<file path="src/hdl/rv_pkg.sv">
// shared types and encodings for the rv64 core; imported by the RTL modules and the testbench
`default_nettype none

package rv_pkg;

  typedef logic [63:0] word_t;
  typedef logic [4:0]  reg_idx_t;
  typedef logic [31:0] instr_t;
  typedef logic [63:0] addr_t;
  typedef logic [6:0]  opcode_t;

  // major opcodes of the supported subset
  localparam opcode_t OP_IMM = 7'b0010011;
  localparam opcode_t OP     = 7'b0110011;
  localparam opcode_t LUI    = 7'b0110111;
  localparam opcode_t LOAD   = 7'b0000011;
  localparam opcode_t STORE  = 7'b0100011;
  localparam opcode_t BRANCH = 7'b1100011;

  typedef enum logic [3:0] {
    ALU_ADD,
    ALU_SUB,
    ALU_AND,
    ALU_OR,
    ALU_XOR,
    ALU_SLL,
    ALU_SRL,
    ALU_PASS_B,
    ALU_EQ
  } alu_op_t;

  // one instruction walks fetch, execute, optional mem, writeback
  typedef enum logic [2:0] {
    ST_FETCH,
    ST_EXECUTE,
    ST_MEM,
    ST_WRITEBACK,
    ST_HALTED
  } ctrl_state_t;

endpackage

`default_nettype wire

</file>
<file path="src/hdl/regfile.sv">
// integer register file with two combinational read ports and one clocked write port
`default_nettype none

module regfile
  import rv_pkg::*;
(
  input  wire           clk,
  input  wire           rst,
  input  wire reg_idx_t i_rs1,
  input  wire reg_idx_t i_rs2,
  input  wire reg_idx_t i_rd,
  input  wire           i_rd_wen,
  input  wire word_t    i_rd_data,
  output word_t         o_rs1_data,
  output word_t         o_rs2_data
);

  word_t regs [0:31];

  always_ff @(posedge clk) begin
    if (rst) begin
      for (int i = 0; i < 32; i++) begin
        regs[i] <= '0;
      end
    end else if (i_rd_wen && (i_rd != '0)) begin
      // x0 is never written
      regs[i_rd] <= i_rd_data;
    end
  end

  assign o_rs1_data = regs[i_rs1];
  assign o_rs2_data = regs[i_rs2];

  // x0 reads zero on both ports
  a_x0_zero: assert property (@(posedge clk) disable iff (rst)
    ((i_rs1 != '0) || (o_rs1_data == '0)) && ((i_rs2 != '0) || (o_rs2_data == '0)));

endmodule

`default_nettype wire

</file>
<file path="config.mk">
export PLATFORM = sky130hd
export DESIGN_NAME = regfile
export DESIGN_NICKNAME = d
export VERILOG_FILES = /design/src/hdl/rv_pkg.sv /design/src/hdl/regfile.sv
export SDC_FILE = /design/constraint.sdc
export NUM_CORES = 2
export LEC_CHECK = 0
export ABC_AREA = 1
export BUFFER_PORTS_ARGS = -buffer_cell sky130_fd_sc_hd__buf_2
export CORE_AREA = 2 2 531 533
export CTS_BUF_LIST = sky130_fd_sc_hd__clkbuf_4 sky130_fd_sc_hd__clkbuf_8
export CTS_CLUSTER_SIZE = 25
export DETAILED_ROUTE_END_ITERATION = 16
export DIE_AREA = 0 0 533 535
export PLACE_DENSITY = 0.58
export SETUP_SLACK_MARGIN = 0.2
export SYNTH_ARGS = -nofsm -noshare
export SYNTH_HDL_FRONTEND = slang
export SYNTH_SLANG_ARGS = --single-unit
</file>
<file path="constraint.sdc">
create_clock -name clk -period 9.2 [get_ports clk]
set_clock_uncertainty 0.2 [all_clocks]
set_input_delay 1.38 -clock clk [delete_from_list [all_inputs] [get_ports clk]]
set_output_delay 1.38 -clock clk [all_outputs]
set_load 0.05 [all_outputs]
</file>
Word-level counts from Yosys, hierarchy flattened
Memories as Yosys holds them, arrays and structs flattened. Cells that the tools add are included.

Muxes and demuxes: 8. Reduce and logical (&&, ||, !) cells: 3.

Operators with widths (count): $mux W64 (1); $reduce_or A64 Y1 (1); $mux W1 (6); $mux W5 (1); $reduce_bool A5 Y1 (1); $logic_and A1 B1 Y1 (1).

Register bits after elaboration: 0. RAM bits: 2048. Input bits: 82. Output and inout bits: 128. Word-level logic and storage cells: 12. Memories: 1.

Memories: regs (depth 32, width 64, read ports 2, clocked after Yosys merged registers in 0, wr ports 32, line regfile.sv:18) `word_t regs [0:31];`.

Longest topological paths before layout
Depth in word-level cells: 7. Mapped depth: 12. Depth with buffers taken out: 9.

Least setup slack after synthesis
No wires, ideal clock.

Path type: input-to-output. From: input port i_rs2[0]. To: output port o_rs2_data[36]. Arrival time: 2699 ps. Slack: 4921 ps. Stages: 11. Path buffers: 4. Path through: buf_4 > inv_2 > buf_4 > buf_4 > buf_4 > nand2_1 > nand3_1 > nand3_1 > nand3_1 > nand3_1 > nand2_1.

Cells in the longest elaborated chain, start to end: 1.

RTL lines: start, declared (line regfile.sv:10) `input wire reg_idx_t i_rs2,`; $mem_v2 Z32 W64; end, declared (line regfile.sv:15) `output word_t o_rs2_data`.

Every way passes these cells.

Worst setup path in the final report
From: input port i_rs2[2]. To: output port o_rs2_data[27].

Same word-level chain as after synthesis.

==> flow_summary.ini <==
[synth]
synth_edf_count = 2048
synth-seq-area-share = 0.5532
netlist.area_leader.share = 0.5532
syn-instance-count = 13740
synthAdderAreaFrac = 0
ys_types = 15
synth_compound_area_frac = 0
synth_top_family_by_area = simple AND/OR/NAND/NOR gates
netlist_top_cells_count = nand2_1 (4670), nand3_1 (3649), edfxtp_1 (2048)
synth_xor_area_frac = 0
syn_area_mm2 = 0.1112
synth_mux_area_frac = 0
synth_area_per_cell_um2 = 8.092
synth_area_leader_cell = edfxtp_1
postSynth.asyncResetShare = 0
synth_ff_type = edfxtp_1
synth_most_common_cell = nand2_1
ys_seq_elements = 2048
yosysWarnings = 0
synth_simple_gate_area_share = 0.3895
synthTopCellsByArea = edfxtp_1 (55%), nand3_1 (16%), nand2_1 (16%)

[sta]
finalSetupTns_ns = 0
fmax_ghz = 0.1567
tightest_slew_ns = 1.389
finalCriticalPeriod_ns = 6.380
finalHoldViolCount = 0
rsz0062_at_grt = no
setup_ws_ns = 2.820
fin_crit_sh = 0.6934
finalSetupViolCount = 0
slew_headroom = 0.07415
maxSlewViolCount = 0
whs_ns = 0.6751

[floorplanning]
rows = 194
die_h_um = 535
ios = 210
start_util = 0.3986
die_area_mm2 = 0.2852
die_w_um = 533
core_mm2 = 0.2789

[global_route]
antenna_found_initial = 20
grt_pass1_wl_um = 686000
grt-ovfl-total = 0
grtUsageTotal = 0.3278
grt_max_degree = 176
grt_pass1_vias = 96980

[setup_path]
setup.worst_path.end_class = output port
worstSetupPathType = input pin to output port
startpoint_type = input pin
path_max_fanout = 54
worstPathArrival_ns = 4.80
required_ns = 7.62

[power]
p_per_area_mw_per_mm2 = 188.9
p_leak_nw = 48.92
peakVddDrop_uv = 109.3

[layout]
largest_register_ffs = 2048
areaGrowthSynthToFinish_pct = 8.131
final_layout_size_suffix_gt1_frac = 0.07421
final_nets = 13360
top_register = regs
fill_cells = 27520
reg.largest.list = regs x2048
multiInputGateArea_mm2 = 0.04401
register_area_mm2 = 0.06150

[detailed_routing]
drt_wl_total_um = 484300
ant_nets = 0
drt_iter0_drc = 17220
drc_errors = 0
vias_per_cell = 6.035
vias = 104300
dr.pass1.iters = 6
wire_per_inst_um = 28.04

[cts]
cts_buffers = 368
cts_tree = built
cts_hold_buf = 0
cts.sinks = 2048
post_cts_buffers = 0
ctsLongestPathBuffers = 4
cts_resized = 0
cts-htree-levels = 5
clk_pin_slew_ns = 0.06
clockRootBuffer = clkbuf_8

[flow_run]
max_cap_violations = 0

[placement]
io_buffers = 209
post-place-ws_ns = 3.005
hpwl_um = 234200
gp_congestion = 0.8454

[status]
outcome = finished clean

[hold_path]
hp-class = input pin to flop
==> cells in the final DEF (no fill, tap or decap), drive strengths merged <==
master and instances:
clkinvlp 8, nor2 1985, diode 9, nand2 4670, buf 391, conb 64, bufinv 2, nand3 3649
nand4 4, clkbuf 485, edfxtp 2048, inv 94, nor3 7, clkinv 135
==> stage by stage <==
step / instances / total power, W / area [um^2] / utilization
2_1_floorplan: 13800 / 0.01326 / 111400 / -
3_3_place_gp: 16630 / 0.01441 / 113400 / 0.4067
3_5_place_dp: 16630 / 0.01442 / 113400 / 0.4067
4_1_cts: 17270 / 0.02261 / 120200 / 0.4310
5_1_grt: 17270 / 0.02334 / 120200 / 0.4310
6_report: 17280 / 0.02271 / 120200 / 0.4310
==> report_power, final <==
part	leakage (nW)	internal, W	switching [W]
Clock	3.58	0.00427	0.00410
Sequential	19.5	0.0108	0.000258
Combinational	25.8	0.000740	0.00255
==> cells by family after synthesis <==
family        count (synthesis)
other cells                   1
buf+inv                    1375
flops                      2048
simple gates              10320
==> path summary, 6_finish.rpt <==
check  slack [ns]     start             end  cells past startpoint
max          2.82  i_rs2[2]  o_rs2_data[27]                     10
min          0.68       rst      regs[0][2]                      1
==> per-layer routing <==
metal  share of wire  global-route usage
met5         0.00031                   0
met4           0.058              0.1727
met3            0.14             0.07503
met2            0.43              0.5037
met1            0.37              0.4312
==> final cells by class <==
cell class	count	share of cell area
Sequential cell	2048	0.5116
Clock buffer	485	0.04970
Tap cell	3724	0.03876
Inverter	86	0.003268
Timing Repair Buffer	391	0.02391
Multi-Input combinational cell	10380	0.3661
Clock inverter	153	0.006546
Antenna cell	9	0.0001873
==> worst max-delay path, cell delays in order <==
cell     delay, ns
buf_8         0.46
buf_4         0.88
buf_4         0.79
nand3_1       0.18
nand2_1       0.10
nand2_1       0.05
nand2_1       0.11
nand2_1       0.05
nand2_1       0.31
buf_2         0.34
Note: power is estimated with default switching activity, not from simulation.
