File: config.mk
export PLATFORM = sky130hd
export DESIGN_NAME = instr_decode
export DESIGN_NICKNAME = d
export VERILOG_FILES = /design/src/hdl/rv_pkg.sv /design/src/hdl/instr_decode.sv
export SDC_FILE = /design/constraint.sdc
export NUM_CORES = 1
export LEC_CHECK = 0
export BUFFER_PORTS_ARGS = -buffer_cell sky130_fd_sc_hd__buf_2
export CORE_ASPECT_RATIO = 1.25
export CORE_MARGIN = 2
export CORE_UTILIZATION = 35
export DETAILED_ROUTE_END_ITERATION = 8
export PLACE_DENSITY = 0.95
export RECOVER_POWER = 50
export SYNTH_ARGS = -nofsm -noshare
export SYNTH_HDL_FRONTEND = slang
export SYNTH_SLANG_ARGS = --single-unit
File: constraint.sdc
create_clock -name vclk -period 1.7
set_input_delay 0.17 -clock vclk [all_inputs]
set_output_delay 0.17 -clock vclk [all_outputs]
set_load 0.02 [all_outputs]
File: src/hdl/rv_pkg.sv
// shared types and encodings for the rv64 core; imported by the RTL modules and the testbench
`default_nettype none

package rv_pkg;

  typedef logic [63:0] word_t;
  typedef logic [4:0]  reg_idx_t;
  typedef logic [31:0] instr_t;
  typedef logic [63:0] addr_t;
  typedef logic [6:0]  opcode_t;

  // major opcodes of the supported subset
  localparam opcode_t OP_IMM = 7'b0010011;
  localparam opcode_t OP     = 7'b0110011;
  localparam opcode_t LUI    = 7'b0110111;
  localparam opcode_t LOAD   = 7'b0000011;
  localparam opcode_t STORE  = 7'b0100011;
  localparam opcode_t BRANCH = 7'b1100011;

  typedef enum logic [3:0] {
    ALU_ADD,
    ALU_SUB,
    ALU_AND,
    ALU_OR,
    ALU_XOR,
    ALU_SLL,
    ALU_SRL,
    ALU_PASS_B,
    ALU_EQ
  } alu_op_t;

  // one instruction walks fetch, execute, optional mem, writeback
  typedef enum logic [2:0] {
    ST_FETCH,
    ST_EXECUTE,
    ST_MEM,
    ST_WRITEBACK,
    ST_HALTED
  } ctrl_state_t;

endpackage

`default_nettype wire

File: src/hdl/instr_decode.sv
// combinational decoder that splits an instruction into fields, immediate, ALU operation and flags
`default_nettype none

module instr_decode
  import rv_pkg::*;
(
  input  wire instr_t i_instr,
  output reg_idx_t    o_rs1,
  output reg_idx_t    o_rs2,
  output reg_idx_t    o_rd,
  output word_t       o_imm,
  output alu_op_t     o_alu_op,
  output logic        o_use_imm,
  output logic        o_is_load,
  output logic        o_is_store,
  output logic        o_is_branch,
  output logic        o_branch_ne,
  output logic        o_writes_rd,
  output logic        o_illegal
);

  opcode_t    opcode;
  logic [2:0] funct3;
  logic [6:0] funct7;
  word_t      imm_i;
  word_t      imm_s;
  word_t      imm_b;
  word_t      imm_u;

  assign opcode = i_instr[6:0];
  assign funct3 = i_instr[14:12];
  assign funct7 = i_instr[31:25];
  assign o_rd   = i_instr[11:7];
  assign o_rs1  = i_instr[19:15];
  assign o_rs2  = i_instr[24:20];

  assign imm_i = {{52{i_instr[31]}}, i_instr[31:20]};
  assign imm_s = {{52{i_instr[31]}}, i_instr[31:25], i_instr[11:7]};
  assign imm_b = {{51{i_instr[31]}}, i_instr[31], i_instr[7], i_instr[30:25],
                  i_instr[11:8], 1'b0};
  assign imm_u = {{32{i_instr[31]}}, i_instr[31:12], 12'h000};

  always_comb begin
    o_imm       = imm_i;
    o_alu_op    = ALU_ADD;
    o_use_imm   = 1'b0;
    o_is_load   = 1'b0;
    o_is_store  = 1'b0;
    o_is_branch = 1'b0;
    o_branch_ne = funct3[0];
    o_writes_rd = 1'b0;
    o_illegal   = 1'b0;
    case (opcode)
      OP_IMM: begin
        o_use_imm   = 1'b1;
        o_writes_rd = 1'b1;
        case (funct3)
          3'b000:  o_alu_op = ALU_ADD;
          3'b100:  o_alu_op = ALU_XOR;
          3'b110:  o_alu_op = ALU_OR;
          3'b111:  o_alu_op = ALU_AND;
          default: o_illegal = 1'b1;
        endcase
      end
      OP: begin
        o_writes_rd = 1'b1;
        case ({funct7, funct3})
          10'b0000000_000: o_alu_op = ALU_ADD;
          10'b0100000_000: o_alu_op = ALU_SUB;
          10'b0000000_111: o_alu_op = ALU_AND;
          10'b0000000_110: o_alu_op = ALU_OR;
          10'b0000000_100: o_alu_op = ALU_XOR;
          10'b0000000_001: o_alu_op = ALU_SLL;
          10'b0000000_101: o_alu_op = ALU_SRL;
          default:         o_illegal = 1'b1;
        endcase
      end
      LUI: begin
        o_imm       = imm_u;
        o_alu_op    = ALU_PASS_B;
        o_use_imm   = 1'b1;
        o_writes_rd = 1'b1;
      end
      LOAD: begin
        // address goes through the adder
        o_use_imm   = 1'b1;
        o_is_load   = 1'b1;
        o_writes_rd = 1'b1;
        o_illegal   = (funct3 != 3'b011);
      end
      STORE: begin
        o_imm      = imm_s;
        o_use_imm  = 1'b1;
        o_is_store = 1'b1;
        o_illegal  = (funct3 != 3'b011);
      end
      BRANCH: begin
        o_imm       = imm_b;
        o_alu_op    = ALU_EQ;
        o_is_branch = 1'b1;
        o_illegal   = (funct3[2:1] != 2'b00);
      end
      default: o_illegal = 1'b1;
    endcase
  end

endmodule

`default_nettype wire

Yosys cells after proc, flatten, opt, wreduce, memory -nomap -nowiden
Index checks and enable logic that the tools add are counted.
Word-level totals
  flip-flop bits (word level): 0
  output and inout bits: 90
Operators by class
  muxes and demuxes: 12
  equality and inequality tests: 16
  reduce and logical (&&, ||, !) cells: 8
Operators with widths (number)
  $pmux W31 S3: 1
  $eq A10 B3 Y1 const B: 4
  $eq A7 B6 Y1 const B: 3
  $pmux W3 S6: 1
  $pmux W4 S4: 1
  $reduce_or A4 Y1: 3
  $eq A10 B1 Y1 const B: 1
  $eq A10 B9 Y1 const B: 1
  $logic_not A10 Y1: 1
  $eq A3 B3 Y1 const B: 3
  $pmux W3 S3: 1
  $eq A7 B2 Y1 const B: 1
  $eq A7 B5 Y1 const B: 1
  $eq A7 B7 Y1 const B: 1
  $mux W1: 7
  $reduce_or A7 Y1: 1
  $pmux W1 S5: 1
  $logic_not A3 Y1: 1
  $ne A3 B2 Y1 const B: 1
  $reduce_bool A2 Y1: 1
  $reduce_or A2 Y1: 1

Depth between registers and ports, before layout
Gate-level depths: netlist of the first run.
  depth after elaboration: 4
  depth in mapped cells: 6
  depth with buffers taken out: 4

Least setup slack after synthesis of the first run
OpenSTA, ideal clock, no wires.
  path kind: input to output
  start: input i_instr[2]
  end: output o_writes_rd
  data arrival time: 1.530 ns
  stages on the path: 3
  setup slack: 0.000 ns
  required time: 1.530 ns
  cell sequence: clkbuf_1 nor2b_1 a2111oi_0
On the way
  word-level cells in the longest chain between the ends: 3
RTL lines
  start: declaration: RTL line instr_decode.sv:7  | input wire instr_t i_instr,
  $eq A7 B6 Y1 (tied with other cells): RTL line instr_decode.sv:53  | case (opcode)
  $reduce_or A4 Y1 (no source line) *
  $mux W1 *: RTL line instr_decode.sv:53
  end: declaration: RTL line instr_decode.sv:18  | output logic o_writes_rd,
Mark *: on every way between the ends. The rest lies on a longest branch, timed or not.

Worst setup path after layout of the first run
  start: input i_instr[26]
  end: output o_alu_op[1]
On the way
  word-level cells in the longest chain between the ends: 3
RTL lines
  $eq A10 B3 Y1 (tied with other cells): RTL line instr_decode.sv:67  | case ({funct7, funct3})
  $pmux W3 S6 *: RTL line instr_decode.sv:67
  $pmux W4 S4 *: RTL line instr_decode.sv:53
  end: declaration: RTL line instr_decode.sv:12  | output alu_op_t o_alu_op,
Marked as above.

==> flow_summary.toml, run 1 <==
[detailed_routing]
routed_wl_mm = 3.10
route.detailed.drc = 0
avgRoutedWirePerCell_microns = 11.6
ant_nets = 0
first_iter_violations = 32
vias = 1287
viasPerCell = 4.82
first_pass_iters = 4

[sta]
relSlewSlack = 0.699
period_minus_slack_ns = 1.65
worst_pin_slew_ns = 0.452
hold_viol = 0
fmax_mhz = 607
setup_ws_ns = 0.0538
final-setup-viol-count = 0
period_share = 0.968
slew_violations = 0
rsz0062_at_grt = "yes"
setup-tns-final_ns = 0

[cells_and_area]
n_fill_cell = 336
clkbuf_count = 0
drive_gt1_frac = 0.442
nets = 265
nFlopsAndLatches = 0
area_growth_pct = 30.8
final_common_cell = "buf_2"
most-common-layout-cells = "buf_2, clkbuf_1, a21o_1"
diodes = 0
postLayoutCellArea_sq_um = 1370
register_area_sq_um = 0

[die]
rows = 22
die_h_microns = 65.0
design.die.area_sq_um = 3440
die_x_microns = 52.8
core_area_sq_um = 2890
start_util = 0.361
io_pins = 122

[power]
vdd_ir_drop_max_mv = 0.156
p_leak_nw = 0.761
pwr-share-clk = 0
combPwrFrac = 1.000
p_sw_frac = 0.650
intPower_uw = 146
pwr-share-seq = 0
power_density_nw_per_um2 = 305
switchingPower_uw = 270

[job]
cap_violations = 0

[yosys]
synth_top_family_by_area = "buffers and inverters"
yosys.area.top_type = "buf_4"
synth_cell_types = 34
postSynthAreaPerCell_sq_um = 6.69
yosysSeqAreaShare = 0
synth_cells = 156
synthXorXnorAreaFrac = 0.00839
synth_compound_area_frac = 0.273
synth-simple-area-share = 0.296
synthAdderAreaFrac = 0
synth_area_leaders = "buf_4, a21o_1, nor2b_1, nand2_1, buf_2"
synth_nets = 188
synthMuxAreaShare = 0.0108
syn_area_sq_um = 1040
synth_top_area_frac = 0.353
ys.warnings.count = 0

[place]
dp.final_hpwl_mm = 2.54
gp_congestion = 0.903
portBuffers = 122
place_area_sq_um = 1400
pre_cts_ws_ns = -0.0277

[cts]
post_cts_buffers = 0
postCtsHoldBufs = 0

[grt]
grt_usage = 0.157
use_met2 = 0.302
global_route.peak_usage_layer = "met2"
gr-total-overflow = 0
grt_max_degree = 34
grt_pass1_wl_mm = 4.41
use_met1 = 0.197
antenna_found_initial = 0
met3_usage = 0.00461
first_global_vias = 1037

[worst_setup_path]
crit_path_start_kind = "input pin"
startpoint = "i_instr[26]"
required_ns = 1.53
crit_path_end_kind = "primary output"
arrival_ns = 1.48
crit_type = "input pin to primary output"
cp_max_fo = 2
crit_end = "o_alu_op[1]"

[worst_hold_path]
worstHoldPathType = "input pin to primary output"

[outcome]
status = "finished, final reports clean"
[per-stage QoR]
stage | power (mW) | std cells | util | hold WS [ns]
floorplan | 0.322 | 156 | - | 0.453
global placement | 0.421 | 267 | 0.484 | 0.572
detailed placement | 0.427 | 267 | 0.484 | 0.573
CTS | 0.430 | 267 | 0.488 | 0.573
global route | 0.448 | 267 | 0.472 | 0.608
finish | 0.416 | 267 | 0.472 | 0.601
[per-layer routing]
metal / up-vias / wire length (microns)
met2: 61 / 1650
met5: - / 0
li1: 642 / -
met3: 0 / 253
met4: 0 / 0
met1: 584 / 1200
[cells by family after synthesis]
group	after synthesis
buffers and inverters	63
XOR/XNOR	1
multiplexers	1
AND/OR/NAND/NOR	52
AO/OA/AOI/OAI	39
[area by class of cell]
cell class,instances,area [sq um],area share
Tap cell,36,45.0,0.0330
Timing Repair Buffer,135,677,0.496
Multi-Input combinational cell,93,632,0.463
Inverter,3,11.3,0.00825
[what timing repair did]
item | in CTS | in global routing
endpoints found under the setup margin | 7 | 4
resized for setup | 3 | 3
pin swaps | 1 | 1
[power by group through the flow]
stage	sequential, mW	clock, mW	combinational (mW)
4_1_cts	0	0	0.430
3_5_place_dp	0	0	0.427
5_1_grt	0	0	0.448
6_report	0	0	0.416
2_1_floorplan	0	0	0.322
3_3_place_gp	0	0	0.421
[cell usage after synthesis (all sizes together)]
master,number
a31oi,3
o311ai,1
nand2,11
buf,56
or4,1
o22ai,1
nor2b,9
nor2,5
nor3,5
nor4,2
or3,2
and3b,1
mux2,1
and2,3
nand2b,4
xnor2,1
clkbuf,4
o41ai,1
a21o,20
or2,1
nand3b,2
a2111oi,2
o32ai,2
inv,3
nand4,1
a311o,1
nand3,4
and3,1
o21ai,8
[critical path, cell delays in order]
cell and delay (ns):
buf_6 0.09, or4_4 0.55, o41ai_2 0.21, a31oi_1 0.13
nor3_2 0.15, buf_4 0.17
[worst min path at each step]
stage / start / endpoint / slack (ns) / cells past startpoint
3_3_place_gp: i_instr[9] / o_rd[2] / 0.57 / 2
6_report: i_instr[9] / o_rd[2] / 0.60 / 2
4_1_cts: i_instr[9] / o_rd[2] / 0.57 / 2
5_1_grt: i_instr[11] / o_rd[4] / 0.61 / 2
2_1_floorplan: i_instr[12] / o_branch_ne / 0.45 / 1
3_5_place_dp: i_instr[9] / o_rd[2] / 0.57 / 2
Note: power is estimated with default switching activity, not from simulation.
==> inputs of run 2 (changes only) <==
CELL_PAD_IN_SITES_DETAIL_PLACEMENT = 0   (was default)
CELL_PAD_IN_SITES_GLOBAL_PLACEMENT = 1   (was default)
CORE_UTILIZATION = 21   (was 35)
==> flow_summary.toml, run 2 (synthesis results as in run 1) <==
[outcome]
status = "finished with violations"
violations = "negative setup slack"

[detailed_routing]
ant_nets = 0
first_iter_violations = 34
routed_wl_mm = 3.55
viasPerCell = 4.53
route.detailed.drc = 0
vias = 1323
avgRoutedWirePerCell_microns = 12.1
first_pass_iters = 4

[die]
core_area_sq_um = 4760
io_pins = 122
die_h_microns = 82.8
rows = 28
die_x_microns = 67.1
design.die.area_sq_um = 5550
start_util = 0.219

[power]
vdd_ir_drop_max_mv = 0.0797
total_power_uw = 429
power_density_nw_per_um2 = 298
p_leak_nw = 0.818

[sta]
fmax_mhz = 587
setup_ws_ns = -0.00476
rsz0062_at_grt = "yes"
period_minus_slack_ns = 1.70
hold_viol = 0
period_share = 1.00
slew_violations = 0
relSlewSlack = 0.701
final-setup-viol-count = 1
worst_pin_slew_ns = 0.447

[worst_setup_path]
crit_family = "simple AND/OR/NAND/NOR gates"
crit_path_start_kind = "input pin"
required_ns = 1.53
crit_path_end_kind = "primary output"
arrival_ns = 1.53
cp_max_fo = 3
worst_path_largest_cell_delay_ns = 0.55
critPathBufInv = 2
cp_slowest_cell = "or4_4"
crit_path_cell_trace = "buf_2 > or4_4 > nor3_4 > nand3_1 > a31oi_2 > buf_4"
crit_type = "input pin to primary output"

[cells_and_area]
diodes = 0
fin_cells = 292
most-common-layout-cells = "buf_2, clkbuf_1, a21o_1"
nets = 266
nFlopsAndLatches = 0
fin_util = 0.302
final_common_cell = "buf_2"
n_fill_cell = 544
postLayoutCellArea_sq_um = 1440
clkbuf_count = 0
register_area_sq_um = 0
drive_gt1_frac = 0.526
area_growth_pct = 37.9

[place]
dpl.cell_count = 292
dp.final_hpwl_mm = 2.91
gp_congestion = 0.877
portBuffers = 122
place_area_sq_um = 1440

[worst_hold_path]
worstHoldPathType = "input pin to primary output"

[grt]
grt_max_degree = 31
gr-total-overflow = 0
first_global_vias = 1053
grt_pass1_wl_mm = 5.24
antenna_found_initial = 0
grt_usage = 0.114

[job]
cap_violations = 0

[cts]
postCtsHoldBufs = 0
[run 2: changes by cell type in the layout (fill, tap and decap cells not counted), sizes merged]
cell	before	now
clkbuf	43	24
buf	92	112
[run 2: final cells by class]
class	instances	area, sq um	share of cell area
Inverter	3	11.3	0.00783
Timing Repair Buffer	136	714	0.497
Tap cell	60	75.1	0.0522
Multi-Input combinational cell	93	638	0.443
[run 2: timing repair]
item | 4_1_cts | 5_1_grt
endpoints found under the setup margin | 10 | 4
gates resized for setup | 3 | 6
pin swaps | 2 | 2
buffers inserted | 0 | 0
[run 2: path summary, 6_finish.rpt]
| kind | slack [ns] | startpoint | to | cells past startpoint |
|---|---|---|---|---|
| max | -0.005 | i_instr[27] | o_alu_op[0] | 6 |
| min | 0.60 | i_instr[19] | o_rs1[4] | 2 |
[run 2: through the flow]
step | setup TNS, ns | hold WS [ns] | setup slack, ns
5_1_grt | -0.146 | 0.608 | -0.0564
3_3_place_gp | -0.122 | 0.572 | -0.0328
4_1_cts | -0.00406 | 0.573 | -0.00406
2_1_floorplan | 0 | 0.453 | 0.149
6_report | -0.00476 | 0.600 | -0.00476
3_5_place_dp | -0.157 | 0.574 | -0.0465
[run 2: layer usage]
layer | global-route usage | vias up | wire (microns)
li1 | - | 644 | -
met2 | 0.209 | 74 | 1810
met1 | 0.146 | 599 | 1400
met5 | 0 | - | 0
met3 | 0.00136 | 6 | 279
met4 | 0.0186 | 0 | 55
[run 2: power breakdown]
part / total [mW] / internal [mW] / leakage (nW) / switching [mW]
clock: 0 / 0 / 0 / 0
sequential: 0 / 0 / 0 / 0
combinational: 0.429 / 0.155 / 0.818 / 0.275
