===== src/hdl/rv_pkg.sv =====
// shared types and encodings for the rv64 core; imported by the RTL modules and the testbench
`default_nettype none

package rv_pkg;

  typedef logic [63:0] word_t;
  typedef logic [4:0]  reg_idx_t;
  typedef logic [31:0] instr_t;
  typedef logic [63:0] addr_t;
  typedef logic [6:0]  opcode_t;

  // major opcodes of the supported subset
  localparam opcode_t OP_IMM = 7'b0010011;
  localparam opcode_t OP     = 7'b0110011;
  localparam opcode_t LUI    = 7'b0110111;
  localparam opcode_t LOAD   = 7'b0000011;
  localparam opcode_t STORE  = 7'b0100011;
  localparam opcode_t BRANCH = 7'b1100011;

  typedef enum logic [3:0] {
    ALU_ADD,
    ALU_SUB,
    ALU_AND,
    ALU_OR,
    ALU_XOR,
    ALU_SLL,
    ALU_SRL,
    ALU_PASS_B,
    ALU_EQ
  } alu_op_t;

  // one instruction walks fetch, execute, optional mem, writeback
  typedef enum logic [2:0] {
    ST_FETCH,
    ST_EXECUTE,
    ST_MEM,
    ST_WRITEBACK,
    ST_HALTED
  } ctrl_state_t;

endpackage

`default_nettype wire


===== src/hdl/core_ctrl.sv =====
// core controller that holds the pc and instruction latch and sequences the Wishbone master
`default_nettype none

module core_ctrl
  import rv_pkg::*;
#(
  parameter addr_t RESET_PC = '0
) (
  input  wire           clk,
  input  wire           rst,
  output logic          o_wb_cyc,
  output logic          o_wb_stb,
  output logic          o_wb_we,
  output addr_t         o_wb_adr,
  output word_t         o_wb_dat,
  output logic [7:0]    o_wb_sel,
  input  wire word_t    i_wb_dat,
  input  wire           i_wb_ack,
  output instr_t        o_instr,
  input  wire reg_idx_t i_rd,
  input  wire word_t    i_imm,
  input  wire           i_use_imm,
  input  wire           i_is_load,
  input  wire           i_is_store,
  input  wire           i_is_branch,
  input  wire           i_branch_ne,
  input  wire           i_writes_rd,
  input  wire           i_illegal,
  input  wire word_t    i_rs1_data,
  input  wire word_t    i_rs2_data,
  output logic          o_rd_wen,
  output word_t         o_rd_data,
  output word_t         o_alu_a,
  output word_t         o_alu_b,
  input  wire word_t    i_alu_result,
  output logic          o_commit_valid,
  output addr_t         o_pc_commit,
  output logic          o_halt
);

  ctrl_state_t state;
  addr_t       pc;
  instr_t      instr_q;
  word_t       load_q;
  logic        is_mem;
  logic        taken;
  logic        misaligned;

  assign o_instr  = instr_q;
  assign o_wb_sel = '1;
  assign o_alu_a  = i_rs1_data;
  assign o_alu_b  = i_use_imm ? i_imm : i_rs2_data;

  assign is_mem     = i_is_load || i_is_store;
  // eq result sits in bit 0 and is inverted for bne
  assign taken      = i_alu_result[0] ^ i_branch_ne;
  assign misaligned = (i_alu_result[2:0] != 3'b000);

  assign o_rd_wen       = (state == ST_WRITEBACK) && i_writes_rd;
  assign o_rd_data      = i_is_load ? load_q : i_alu_result;
  assign o_commit_valid = o_rd_wen && (i_rd != '0);
  assign o_pc_commit    = pc;
  assign o_halt         = (state == ST_HALTED);

  always_ff @(posedge clk) begin
    if (rst) begin
      state    <= ST_FETCH;
      pc       <= RESET_PC;
      o_wb_cyc <= 1'b0;
      o_wb_stb <= 1'b0;
      o_wb_we  <= 1'b0;
    end else begin
      case (state)
        ST_FETCH: begin
          if (!o_wb_cyc) begin
            o_wb_cyc <= 1'b1;
            o_wb_stb <= 1'b1;
            o_wb_we  <= 1'b0;
          end else if (i_wb_ack) begin
            o_wb_cyc <= 1'b0;
            o_wb_stb <= 1'b0;
            state    <= ST_EXECUTE;
          end
        end
        ST_EXECUTE: begin
          if (i_illegal || (is_mem && misaligned)) begin
            state <= ST_HALTED;
          end else if (is_mem) begin
            o_wb_cyc <= 1'b1;
            o_wb_stb <= 1'b1;
            o_wb_we  <= i_is_store;
            state    <= ST_MEM;
          end else if (i_is_branch) begin
            pc    <= taken ? pc + i_imm : pc + 64'd4;
            state <= ST_FETCH;
          end else begin
            state <= ST_WRITEBACK;
          end
        end
        ST_MEM: begin
          if (i_wb_ack) begin
            o_wb_cyc <= 1'b0;
            o_wb_stb <= 1'b0;
            o_wb_we  <= 1'b0;
            if (i_is_store) begin
              pc    <= pc + 64'd4;
              state <= ST_FETCH;
            end else begin
              state <= ST_WRITEBACK;
            end
          end
        end
        ST_WRITEBACK: begin
          pc    <= pc + 64'd4;
          state <= ST_FETCH;
        end
        ST_HALTED: begin
          // idle until reset
          state <= ST_HALTED;
        end
        default: state <= ST_HALTED;
      endcase
    end
  end

  // bus address, store data and the two latches
  always_ff @(posedge clk) begin
    if ((state == ST_FETCH) && !o_wb_cyc) begin
      o_wb_adr <= {pc[63:3], 3'b000};
    end else if (state == ST_EXECUTE) begin
      o_wb_adr <= i_alu_result;
      o_wb_dat <= i_rs2_data;
    end
    if ((state == ST_FETCH) && o_wb_cyc && i_wb_ack) begin
      // upper word for pc[2] set
      instr_q <= pc[2] ? i_wb_dat[63:32] : i_wb_dat[31:0];
    end
    if ((state == ST_MEM) && i_wb_ack) begin
      load_q <= i_wb_dat;
    end
  end

  a_bus_hold: assert property (@(posedge clk) disable iff (rst)
    o_wb_stb && !i_wb_ack |=> o_wb_stb && $stable(o_wb_adr) && $stable(o_wb_we)
                              && $stable(o_wb_dat));

endmodule

`default_nettype wire


===== config.mk =====
export PLATFORM = sky130hd
export DESIGN_NAME = core_ctrl
export DESIGN_NICKNAME = d
export VERILOG_FILES = /design/src/hdl/rv_pkg.sv /design/src/hdl/core_ctrl.sv
export SDC_FILE = /design/constraint.sdc
export NUM_CORES = 1
export LEC_CHECK = 0
export BUFFER_PORTS_ARGS = -buffer_cell sky130_fd_sc_hd__buf_4
export CORE_AREA = 5 5 296 298
export CTS_CLUSTER_SIZE = 24
export DETAILED_ROUTE_END_ITERATION = 12
export DIE_AREA = 0 0 301 303
export GPL_ROUTABILITY_DRIVEN = 0
export PLACE_DENSITY = 0.52
export SYNTH_ARGS = -nofsm -noshare
export SYNTH_HDL_FRONTEND = slang
export SYNTH_SLANG_ARGS = --single-unit

===== constraint.sdc =====
create_clock -name clk -period 4.4 [get_ports clk]
set_clock_uncertainty 0.2 [all_clocks]
set_input_delay 0.44 -clock clk [delete_from_list [all_inputs] [get_ports clk]]
set_output_delay 0.44 -clock clk [all_outputs]
set_load 0.03 [all_outputs]

Word-level counts from Yosys, hierarchy flattened
Index checks and enable logic that the tools add are counted.

Register bits: 294. Input bits: 335. Output and inout bits: 430. Word-level logic and storage cells: 82.

Add/subtract/negate cells: 2. Equal/unequal tests: 13. Muxes and demuxes: 33. Bitwise gates (word level): 2. Reductions and logical operators: 22.

Operators with widths (number): $mux 64 (10); $pmux 64 s3 (1); $add 64x3->64 const B (1); $add 64x64->64 (1); $mux 32 (1); $ne 2x2->1 const B (9); $mux 3 (4); $pmux 3 s4 (1); $mux 1 (10); $pmux 1 s3 (3); $reduce_bool 3->1 (3); $logic_and 1x1->1 (7); $eq 3x2->1 const B (2); $mux 2 (3); $reduce_and 3->1 (2); $reduce_and 6->1 (1); $reduce_and 5->1 (1); $reduce_bool 5->1 (1); $reduce_and 4->1 (1); $eq 3x1->1 const B (1); $eq 3x3->1 const B (1); $logic_not 3->1 (1); $logic_or 1x1->1 (2); $reduce_and 2->1 (1); 4 further kinds (4).

Depth between registers and ports, before layout
Gate-level depths: netlist (run 1).

Word-level depth: 6. Gate-level depth with buffers: 13. Depth with buffers taken out: 13.

Worst setup path after synthesis (run 1)
No wires, ideal clock.

Path kind: register to register. Start point: register state[2]. End point: register o_wb_adr[58], data pin. Setup time: 0.140 ns. Arrival time: 3.211 ns. Setup slack: 0.849 ns. Cell stages (with the launch flop): 6. Cells stage by stage: dfxtp_1 -> clkbuf_1 -> nand3b_1 -> clkinv_1 -> clkbuf_1 -> a22o_1.

Longest elaborated chain between the ends: 3.

RTL lines: start: declaration (RTL line core_ctrl.sv:41) `ctrl_state_t state;`; start signal: assignment (RTL line core_ctrl.sv:67) `state <= ST_FETCH;`; start signal: assignment (RTL line core_ctrl.sv:82) `state <= ST_EXECUTE;`; start signal: assignment (RTL line core_ctrl.sv:87) `state <= ST_HALTED;`; $logic_not 3->1 (RTL line core_ctrl.sv:128) `if ((state == ST_FETCH) && !o_wb_cyc) begin`; $logic_and 1x1->1 (RTL line core_ctrl.sv:128); $mux 64 (RTL line core_ctrl.sv:128); end signal: assignment (RTL line core_ctrl.sv:129) `o_wb_adr <= {pc[63:3], 3'b000};`; end signal: assignment (RTL line core_ctrl.sv:131) `o_wb_adr <= i_alu_result;`; end: declaration (RTL line core_ctrl.sv:14) `output addr_t o_wb_adr,`.

Every way passes these cells. A chain may end at the register's enable or synchronous reset.

Worst setup path in the final report (run 1)
Start point: register pc[0], in the netlist o_pc_commit[0]. End point: register pc[60], in the netlist o_pc_commit[60].

Longest elaborated chain between the ends: 6.

RTL lines: start: declaration (RTL line core_ctrl.sv:42) `addr_t pc;`; start signal: assignment (RTL line core_ctrl.sv:94) `pc <= taken ? pc + i_imm : pc + 64'd4;`; start signal: assignment (RTL line core_ctrl.sv:106) `pc <= pc + 64'd4;`; start signal: assignment (RTL line core_ctrl.sv:114) `pc <= pc + 64'd4;`; $add 64x3->64 or $add 64x64->64 (tied branches) (RTL line core_ctrl.sv:94, core_ctrl.sv:106, core_ctrl.sv:114); $mux 64 (RTL line core_ctrl.sv:94); $mux 64 (RTL line core_ctrl.sv:93) `end else if (i_is_branch) begin`; $mux 64 (RTL line core_ctrl.sv:88) `end else if (is_mem) begin`; $mux 64 (RTL line core_ctrl.sv:86) `if (i_illegal || (is_mem && misaligned)) begin`; $pmux 64 s3 (*) (RTL line core_ctrl.sv:73) `case (state)`.

Mark *: on every way between the ends. The rest lies on a longest branch, timed or not. The select of a mux whose other input is x is not followed.

==> metrics.md, run 1 <==
| Metric | Value |
|---|---|
| Area share of the largest cell type after synthesis | 37.0% |
| LEAKAGE | 10.8 nW |
| Number of antenna violations at the first check in global routing | 10 |
| Arrival time at the worst endpoint | 3.91 ns |
| Post-DR wirelength/cell | 24.8 um |
| Final Hold Viols | 0 |
| Util after Layout | 31.4% |
| Cell with the most instances after synthesis | edfxtp_1 |
| Pwr dens | 353 mW/mm2 |
| Remaining DRCs | 0 |
| Max cap viols | 0 |
| Gr ovfl total | 0 |
| WL met3 | 5.95 mm |
| Core area | 0.0846 mm2 |
| Fin nets | 2,845 |
| Crit share post-route | just over 80% |
| Post-route ant nets | 0 |
| H-tree depth | 2 |
| EDFF count, synth | ~220 |
| Commonest cells post-synth | edfxtp_1 (221), mux2_2 (162), a21oi_1 (158) |
| CP endpoint kind | flip-flop |
| DP HPWL | 69.8 mm |
| # rows | around 110 |
| Post-synth top area cell | edfxtp_1 |
| Proportion of layout cells with a drive suffix above 1 | 37.9% |
| Synthesized instance count | 1,721 |
| Worst-path clk slew | approximately 0.06 ns |
| Max Root-Sink Buffers | 3 |
| Synth cell types | just under 90 |
| Achievable Freq | between 0.2 and 0.3 GHz |
| GRT Overall Usage | 18.5% |
| Post-route cell area | between 0.02 and 0.03 mm2 |
| Cts repair resizes | 0 |
| Initial DRC count | 1,181 |
| Synth Register Bits | 294 |
| Cts bufs inserted | ~40 |
| Post-DP Area | 0.0235 mm2 |
| WHS | 0.0487 ns |
| I/O pin count | 765 |
| Worst setup SP type | flip-flop |
| Max FO, Critical Path | 4 |
| Die width | 301 um |
| Status | finished, final reports clean |
| CP max stage cell | fa_1 |
| Critical path class | flip-flop to flip-flop |
| Dpl ws | 0.633 ns |
| Vias in the first global route | approximately 17,000 |
| Top layer reached by signal wires | met5 |
| Post-CTS Setup Inserts | 0 |
| TritonCTS clock tree | built |
| Die area | 0.0912 mm2 |
| Clk Latency, worst-skew pair | 0.59 ns |
| Die height | 303 um |
| RSZ-0062 raised after global routing | false |
| Ys async rst share | 0% |
| DR WL met2 | 45.3 mm |
| CP cell instances | ha_1 -> inv_1 -> fa_1 -> nand2b_1 -> a21oi_2 -> o21ai_2 -> o211ai_1 -> a21oi_2 -> o21ai_2 -> nand2_1 -> o21ba_2 -> o211a_1 -> o41ai_2 |
| Clock root cell | clkbuf_16 |
| Critical Path Max Stage Delay | 0.37 ns |
| Inst Count DP | 3,370 |
| Largest cells by area after synthesis | edfxtp_1 (37%), mux2_2 (10%), dfxtp_1 (8.1%) |
| Largest net degree at the start of global routing | 66 |
| CP required | 4.69 ns |
| WL final | 89.8 mm |
| Min Clock Period, post-route | 3.61 ns |
| Final Power | 9.39 mW |
| Synthesized area | 0.0179 mm2 |
| Worst hold-check path type | primary input to flip-flop |
| Mean Syn Cell Area | 10.4 um2 |
| Via count | 17,200 |
| Max Slew Vio Count | 0 |
| Via density | ~4.8 |
| Non-Filler Instances | roughly 3,600 |
| Sequential share of the synthesized area | approximately 45% |
| Slew margin rel. | 27.0% |
| Post-Route M1 WL | 36.5 mm |
| Pre-antenna DRT Iters | 7 |
| TNS Setup | 0 ns |
| Setup WS post-layout | 0.786 ns |
| Top_reg_cell synth | edfxtp_1 |
| Global-route wire length before repair | 123 mm |
| Maximum VDD drop | 283 uV |
| # setup viols final | 0 |
| Clock tree sinks | 294 |
| Synthesis-to-layout area growth | 48.3% |
| Port-buffer cells | 628 |
| YS warnings | 0 |
| Tightest Pin Transition | ~1.1 ns |
| Starting Density | 21.2% |
==> critical path, delay by kind of cell (launching register included) <==
family | cells | cell delay, ns
adder cells (fa/ha/maj) | 2 | 0.58
AND/OR/NAND/NOR | 2 | 0.35
AO/OA/AOI/OAI | 8 | 1.96
flip-flops | 1 | 0.35
buffers and inverters | 1 | 0.07
==> cell usage in the layout, fill, tap and decap left out, drive strengths merged, types with 64 or more instances in the layout <==
cell         instances
buf                669
edfxtp             221
dlygate4sd3        176
mux2               162
a21oi              161
nand2              120
nor2               106
o21ai               99
dfxtp               73
ha                  64
==> layout make-up <==
class | instances | area [um2]
clock inverter | 23 | 251
multi-input combinational | 1235 | 8850
sequential | 294 | 8100
fill | 8867 | 58000
antenna | 4 | 10.0
tap | 1144 | 1430
timing repair buffer | 845 | 6800
inverter | 28 | 110
clock buffer | 51 | 1060
==> worst paths after layout <==
kind,start,to,slack (ns),cells after the start
min,i_alu_result[15],o_wb_adr[15],0.05,2
min reg2reg,o_wb_adr[1],o_wb_adr[1],0.26,2
max,o_pc_commit[0],o_pc_commit[60],0.79,13
max reg2reg,o_pc_commit[0],o_pc_commit[60],0.79,13
==> sequential cells by signal (all words and copies together), names as in the netlist <==
signal,flops
load_q,64
o_pc_commit,64
o_wb_adr,64
o_wb_dat,64
o_instr,32
state,3
o_wb_cyc,1
o_wb_stb,1
o_wb_we,1
==> what timing repair did <==
item,4_1_cts,5_1_grt
endpoints found under the setup margin,0,0
hold buffers,176,0
endpoints found under the hold margin,208,0
==> report_power, final <==
group          leakage (nW)  switching [mW]  total (mW)  internal (mW)
Clock                 0.641            1.44        3.35           1.92
Combinational          7.49            1.66        2.60          0.935
Sequential             2.69          0.0962        3.43           3.34
==> routing by layer <==
metal,global-route usage (%),vias to the layer above
met4,4.16,6
li1,-,7931
met2,32.8,629
met3,4.03,130
met1,23.0,8540
met5,0,-
==> kinds of logic (layout without fill, tap and decap cells) <==
logic type               count (synthesis)  after routing  synth area share (%)
flip-flops                             294            294                  45.1
XOR/XNOR                                54             54                  2.64
multiplexers                           167            167                  10.4
adder cells (fa/ha/maj)                 65             65                  4.58
AND/OR/NAND/NOR                        425            425                  11.6
other                                    1             12                0.0209
AO/OA/AOI/OAI                          516            516                  19.7
buffers and inverters                  199            947                  5.89
(Power assumes the default switching activity.)
==> inputs of run 2 (changes only) <==
clock period = 3.6 ns   (was 4.4 ns; I/O delays follow)
==> run 2 against run 1 <==
Register-to-register slack got worse by 0.62 ns. First-iteration DRC count rose by 4.2%. Critical endpoint unchanged. Setup slack got worse by 0.66 ns. Count of clock-buffer cells in the layout rose by 7. Via count rose by 1.3%. Critical path type is now primary input to flip-flop. Core utilization rose by 0.80 points. Sequential cell count did not move. Die area did not move. Non-clock buffer count rose by 80. Worst hold slack got worse by 0.0018 ns. Combinational power rose by 25%.
==> metrics.md, run 2 (same netlist as run 1, synthesis figures left out) <==
| Metric | Value |
|---|---|
| Crit share post-route | 96.5% |
| Fin nets | 2,925 (+2.8%) |
| Max FO, Critical Path | 4 (unchanged) |
| Post-DR wirelength/cell | 24.7 um (-0.16%) |
| TNS Setup | 0 ns (unchanged) |
| Proportion of layout cells with a drive suffix above 1 | 39.0% (+1.1 points) |
| R2R setup slack | 0.17 ns (-0.62 ns) |
| Max Slew Vio Count | 0 (unchanged) |
| Die area | 0.0912 mm2 (unchanged) |
| Hold wc startpoint | i_is_load |
| Pre-antenna DRT Iters | 5 (-2) |
| Status | finished, final reports clean |
| LEAKAGE | 11.2 nW (+3.6%) |
| Post-Route M1 WL | 35.5 mm (-3.0%) |
| Vias in the first global route | 17,300 (+1.9%) |
| I/O pin count | 765 (unchanged) |
| Maximum VDD drop | 336 uV (+19%) |
| Post-route ant nets | 0 (unchanged) |
| Gr ovfl total | 0 (unchanged) |
| Clock tree sinks | 294 (unchanged) |
| Worst-path clk slew | 0.06 ns (about the same) |
| Tightest Pin Transition | 1.02 ns (-0.0796 ns) |
| Max cap viols | 0 (unchanged) |
| WL final | 91.5 mm (+2.0%) |
| # setup viols final | 0 (unchanged) |
| Ant diodes | 0 (-4) |
| Global-route wire length before repair | 125 mm (+1.8%) |
| Util after Layout | 32.3% (+0.80 points) |
| Remaining DRCs | 0 (unchanged) |
| H-tree depth | 2 (unchanged) |
| Worst hold-check path type | primary input to flip-flop |
| Final Hold Viols | 0 (unchanged) |
| Number of antenna violations at the first check in global routing | 8 (-2) |
| CP required | 3.88 ns (-0.81 ns) |
| Starting Density | 21.2% (unchanged) |
| Slew margin rel. | 32.3% (+5.3 points) |
| Synthesis-to-layout area growth | 52.1% |
| Commonest non-fill, non-tap cells in the layout | buf_4 (724), edfxtp_1 (221), dlygate4sd3_1 (195) |
| RSZ-0062 raised after global routing | true |
| Crit. Startpoint | i_imm[0] |
| TritonCTS clock tree | built |
| CP endpoint kind | flip-flop |
| Worst setup SP type | primary input |
| Arrival time at the worst endpoint | 3.76 ns (-0.15 ns) |
| Via count | 17,500 (+1.3%) |
| DP HPWL | 71.3 mm (+2.2%) |
| Achievable Freq | 0.288 GHz |
| Top layer reached by signal wires | met5 |
| Cts bufs inserted | 41 (unchanged) |
| Critical path class | primary input to flip-flop |
| # rows | 107 (unchanged) |
| Die width | 301 um (unchanged) |
| Min Clock Period, post-route | 3.48 ns |
| Core area | 0.0846 mm2 (unchanged) |
| Commonest non-fill, non-tap cell in the layout | buf_4 |
| Clock root cell | clkbuf_16 |
| Port-buffer cells | 628 (unchanged) |
| Max Root-Sink Buffers | 3 (unchanged) |
| Die height | 303 um (unchanged) |
| Worst reg2reg startpoint | o_pc_commit[3] |
| GRT Overall Usage | 18.9% (+0.40 points) |
| Via density | 4.72 (-0.77%) |
| Pwr dens | 420 mW/mm2 (+19%) |
| Hold depth | 5 (+3) |
| Clk Latency, worst-skew pair | 0.58 ns (about the same) |
| Initial DRC count | 1,231 (+4.2%) |
| Largest net degree at the start of global routing | 98 (+48%) |
| R2R depth | 10 (-3) |
| DR WL met2 | 45.1 mm (-0.33%) |
| WL met3 | 7.60 mm (+28%) |
## run 2: cell count changes in the layout (fill, tap and decap cells not counted), moves of 2 or more
| cell | delta |
|---|---|
| inv_6 | -2 |
| clkinv_1 | -2 |
| diode_2 | -4 |
| buf_12 | +5 |
| dlygate4sd3_1 | +19 |
| clkbuf_1 | +6 |
| inv_4 | -2 |
| clkinvlp_4 | +3 |
| buf_4 | +56 |
## run 2: worst paths after layout
path | endpoint
min | state[1]
max reg2reg | o_pc_commit[36]
min reg2reg | o_wb_adr[0]
max | o_pc_commit[60]
## run 2: layout make-up
cell class              instances  area [um2]
fillers                      8891       57300
repair buffers                925        7510
inverters                      28         110
well taps                    1144        1430
multi-input cells            1235        8850
clock buffers                  58        1100
flip-flops and latches        294        8100
clock inverters                17         188
## run 2: report_power, final
group | internal (mW) | switching [mW] | leakage [nW]
Combinational | 1.19 | 2.06 | 7.91
Clock | 2.30 | 1.73 | 0.612
Sequential | 4.08 | 0.112 | 2.69
Total | 7.56 | 3.90 | 11.2
## run 2: routing by layer
layer / up-vias / global-route usage, %
met5: - / 0
met4: 2 / 6.28
met3: 180 / 5.58
met2: 723 / 32.9
met1: 8457 / 22.3
li1: 8105 / -
## run 2: critical path, cell delays in order
cell and delay, ns:
dlygate4sd3_1 0.52, buf_4 0.11, ha_1 0.17, inv_1 0.06, fa_1 0.38, nand2b_1 0.21
a21oi_4 0.21, o21ai_2 0.15, o211ai_1 0.32, a21oi_2 0.17, o21ai_2 0.21, nand2_1 0.13
o21ba_2 0.23, o211a_1 0.21, o41ai_2 0.32
## run 2: what timing repair did
action                                 4_1_cts  5_1_grt
setup endpoints to repair                    0        3
buffers inserted                             0        1
gates resized for setup                      0        1
hold buffers                               195        0
endpoints found under the hold margin      226        0
## run 2: metrics by stage
step	total power [mW]	worst slack (ns)	area [um2]	std cells	hold WS, ns
CTS	11.6	0.0783	27300	3700	0.00870
global placement	7.34	0.0670	24000	3430	0.244
detailed placement	7.34	-0.00337	24000	3430	0.247
global route	11.9	-0.00205	27300	3701	0.0289
finish	11.5	0.125	27300	3701	0.0468
floorplan	6.03	0.0486	18000	1728	0.259
==> inputs of run 3 (changes only) <==
CORE_AREA = 5 5 293 295   (was 5 5 296 298)
DIE_AREA = 0 0 298 300   (was 0 0 301 303)
PLACE_DENSITY = 0.53   (was 0.52)
clock period = 4.5 ns   (was 3.6 ns; I/O delays follow)
==> run 3 against run 2 <==
Register-to-register slack improved by 0.69 ns. Non-clock buffer count is 102 lower. Combinational power down 23%. Cell area shrank 3.3%. Core utilization fell by 0.41 points. Setup slack improved by 0.74 ns. Total power shrank 19%. Worst hold slack worse by 0.0097 ns. Global-route usage is 0.51 points lower.
==> metrics.md, run 3 (same netlist as run 1, synthesis figures left out) <==
| Metric | Value |
|---|---|
| Gr ovfl total | 0 (unchanged) |
| Max Slew Vio Count | 0 (unchanged) |
| # rows | 106 (-0.93%) |
| Core area | 0.0829 mm2 (-2.0%) |
| Clock tree sinks | 294 (unchanged) |
| RSZ-0062 raised after global routing | false |
| End of the critical path | o_pc_commit[63] |
| Post-route ant nets | 0 (unchanged) |
| RR Endpoint | o_pc_commit[63] |
| Proportion of layout cells with a drive suffix above 1 | 38.4% (-0.62 points) |
| Final Hold Viols | 0 (unchanged) |
| WHS | 0.0371 ns (-0.00973 ns) |
| Post-CTS Setup Inserts | 0 (unchanged) |
| Worst reg2reg startpoint | o_pc_commit[4] |
| Global-route wire length before repair | 121 mm (-3.6%) |
| Cts repair resizes | 0 (unchanged) |
| Achievable Freq | 0.275 GHz |
| Post-DP Area | 0.0234 mm2 (-2.6%) |
| GRT Overall Usage | 18.4% (-0.51 points) |
| CP cell instances | ha_1 -> a21oi_1 -> o21ai_1 -> a41oi_4 -> o21ai_0 -> nand4_1 -> nand2_2 -> a31oi_1 -> mux2i_1 -> o311ai_1 -> mux2_2 |
| LEAKAGE | 10.8 nW (-4.0%) |
| Worst hold-check path type | primary input to flip-flop |
| Post-route cell area | 0.0264 mm2 (-3.3%) |
| Die width | 298 um (-1.0%) |
| Die area | 0.0894 mm2 (-2.0%) |
| CP max stage cell | dfxtp_1 |
| Initial DRC count | 1,249 (+1.5%) |
| Clock root cell | clkbuf_16 |
| Commonest non-fill, non-tap cell in the layout | buf_4 |
| CP endpoint kind | flip-flop |
| CP required | 4.73 ns (+0.85 ns) |
| R2R setup slack | 0.86 ns (+0.69 ns) |
| Final Power | 9.28 mW (-19%) |
| DP HPWL | 67.5 mm (-5.4%) |
| Min Clock Period, post-route | 3.64 ns |
| Tightest Pin Transition | 1.02 ns (+0.00558 ns) |
| Clk Latency, worst-skew pair | 0.55 ns (-0.03 ns) |
| Crit. Startpoint | o_pc_commit[4] |
| Pwr dens | 352 mW/mm2 (-16%) |
| Crit share post-route | 80.8% |
| Via density | 4.81 (+1.9%) |
| Max Root-Sink Buffers | 3 (unchanged) |
| Maximum VDD drop | 275 uV (-18%) |
| WL final | 88.3 mm (-3.5%) |
| Slew margin rel. | 31.9% (-0.37 points) |
| Max cap viols | 0 (unchanged) |
| Fin nets | 2,823 (-3.5%) |
| Vias in the first global route | 16,600 (-4.1%) |
| Worst setup SP type | flip-flop |
| H-tree depth | 2 (unchanged) |
| TritonCTS clock tree | built |
| Post-DR wirelength/cell | 24.9 um (+0.85%) |
| Arrival time at the worst endpoint | 3.87 ns (+0.11 ns) |
| Cts bufs inserted | 41 (unchanged) |
| Pre-antenna DRT Iters | 6 (+1) |
| Status | finished, final reports clean |
| Die height | 300 um (-0.99%) |
| Synthesis-to-layout area growth | 47.1% |
| Commonest non-fill, non-tap cells in the layout | buf_4 (663), edfxtp_1 (221), mux2_2 (162) |
| I/O pin count | 765 (unchanged) |
| # setup viols final | 0 (unchanged) |
| TNS Setup | 0 ns (unchanged) |
| Critical Path Max Stage Delay | 0.63 ns (+0.11 ns) |
| Starting Density | 21.6% (+0.44 points) |
| Remaining DRCs | 0 (unchanged) |
| Number of antenna violations at the first check in global routing | 8 (unchanged) |
| Hold-fix buffers, CTS | 159 (-18%) |
| Via count | 17,000 (-2.5%) |
| Max FO, Critical Path | 9 (+5) |
| Port-buffer cells | 628 (unchanged) |
| Largest net degree at the start of global routing | 133 (+36%) |
| Worst-path clk slew | 0.06 ns (about the same) |
| Critical path class | flip-flop to flip-flop |
| R2R depth | 11 (+1) |
-- run 3: cell types whose count changed in the layout (fill, tap and decap cells not counted), sizes merged --
| cell | delta |
|---|---|
| buf | -66 |
| bufinv | +3 |
| clkbuf | -4 |
| clkinv | +1 |
| clkinvlp | -1 |
| diode | +5 |
| dlygate4sd3 | -36 |
| inv | +1 |
-- run 3: how the worst min path moves through the flow --
stage                     start      endpoint  slack [ns]  cells after the start
2_1_floorplan       i_wb_dat[0]     load_q[0]        0.35                      0
3_5_place_dp        o_wb_adr[2]   o_wb_adr[2]        0.25                      2
6_report       i_alu_result[57]  o_wb_adr[57]        0.04                      2
3_3_place_gp        o_wb_adr[2]   o_wb_adr[2]        0.24                      2
5_1_grt        i_alu_result[13]  o_wb_adr[13]        0.02                      2
4_1_cts        i_alu_result[57]  o_wb_adr[57]      0.0002                      2
-- run 3: power by group --
group | total (mW) | switching (mW) | internal [mW]
Sequential | 3.37 | 0.0995 | 3.27
Combinational | 2.50 | 1.61 | 0.894
Clock | 3.41 | 1.34 | 2.07
Total | 9.28 | 3.05 | 6.23
-- run 3: critical path: cells and delay by family, from the launching register on --
kind	cells	cell delay, ns
DFF	1	0.63
muxes	2	0.51
AOI/OAI and AO/OA	6	1.36
and+or+nand+nor	2	0.41
adders and majority gates	1	0.41
-- run 3: area by class of cell --
| class | instances | area, um2 |
|---|---|---|
| Inverter | 28 | 110 |
| Sequential cell | 294 | 8100 |
| Clock inverter | 21 | 248 |
| Clock buffer | 54 | 1140 |
| Fill cell | 8548 | 56500 |
| Timing Repair Buffer | 823 | 6590 |
| Antenna cell | 5 | 12.5 |
| Multi-Input combinational cell | 1235 | 8850 |
| Tap cell | 1080 | 1350 |
-- run 3: per-stage QoR --
step	instances	setup slack (ns)	util (%)
finish	3540	0.863	31.8
floorplan	1728	0.949	-
global route	3537	0.693	31.8
CTS	3535	0.849	31.8
detailed placement	3301	0.742	28.2
global placement	3301	0.769	28.2
-- run 3: metal layers --
layer	share of wire, %	up-vias	GRT usage (%)
li1	-	7887	-
met1	40	8229	22.5
met2	49	768	31.5
met3	8.0	138	4.98
met4	3.2	2	5.60
met5	0.015	-	0
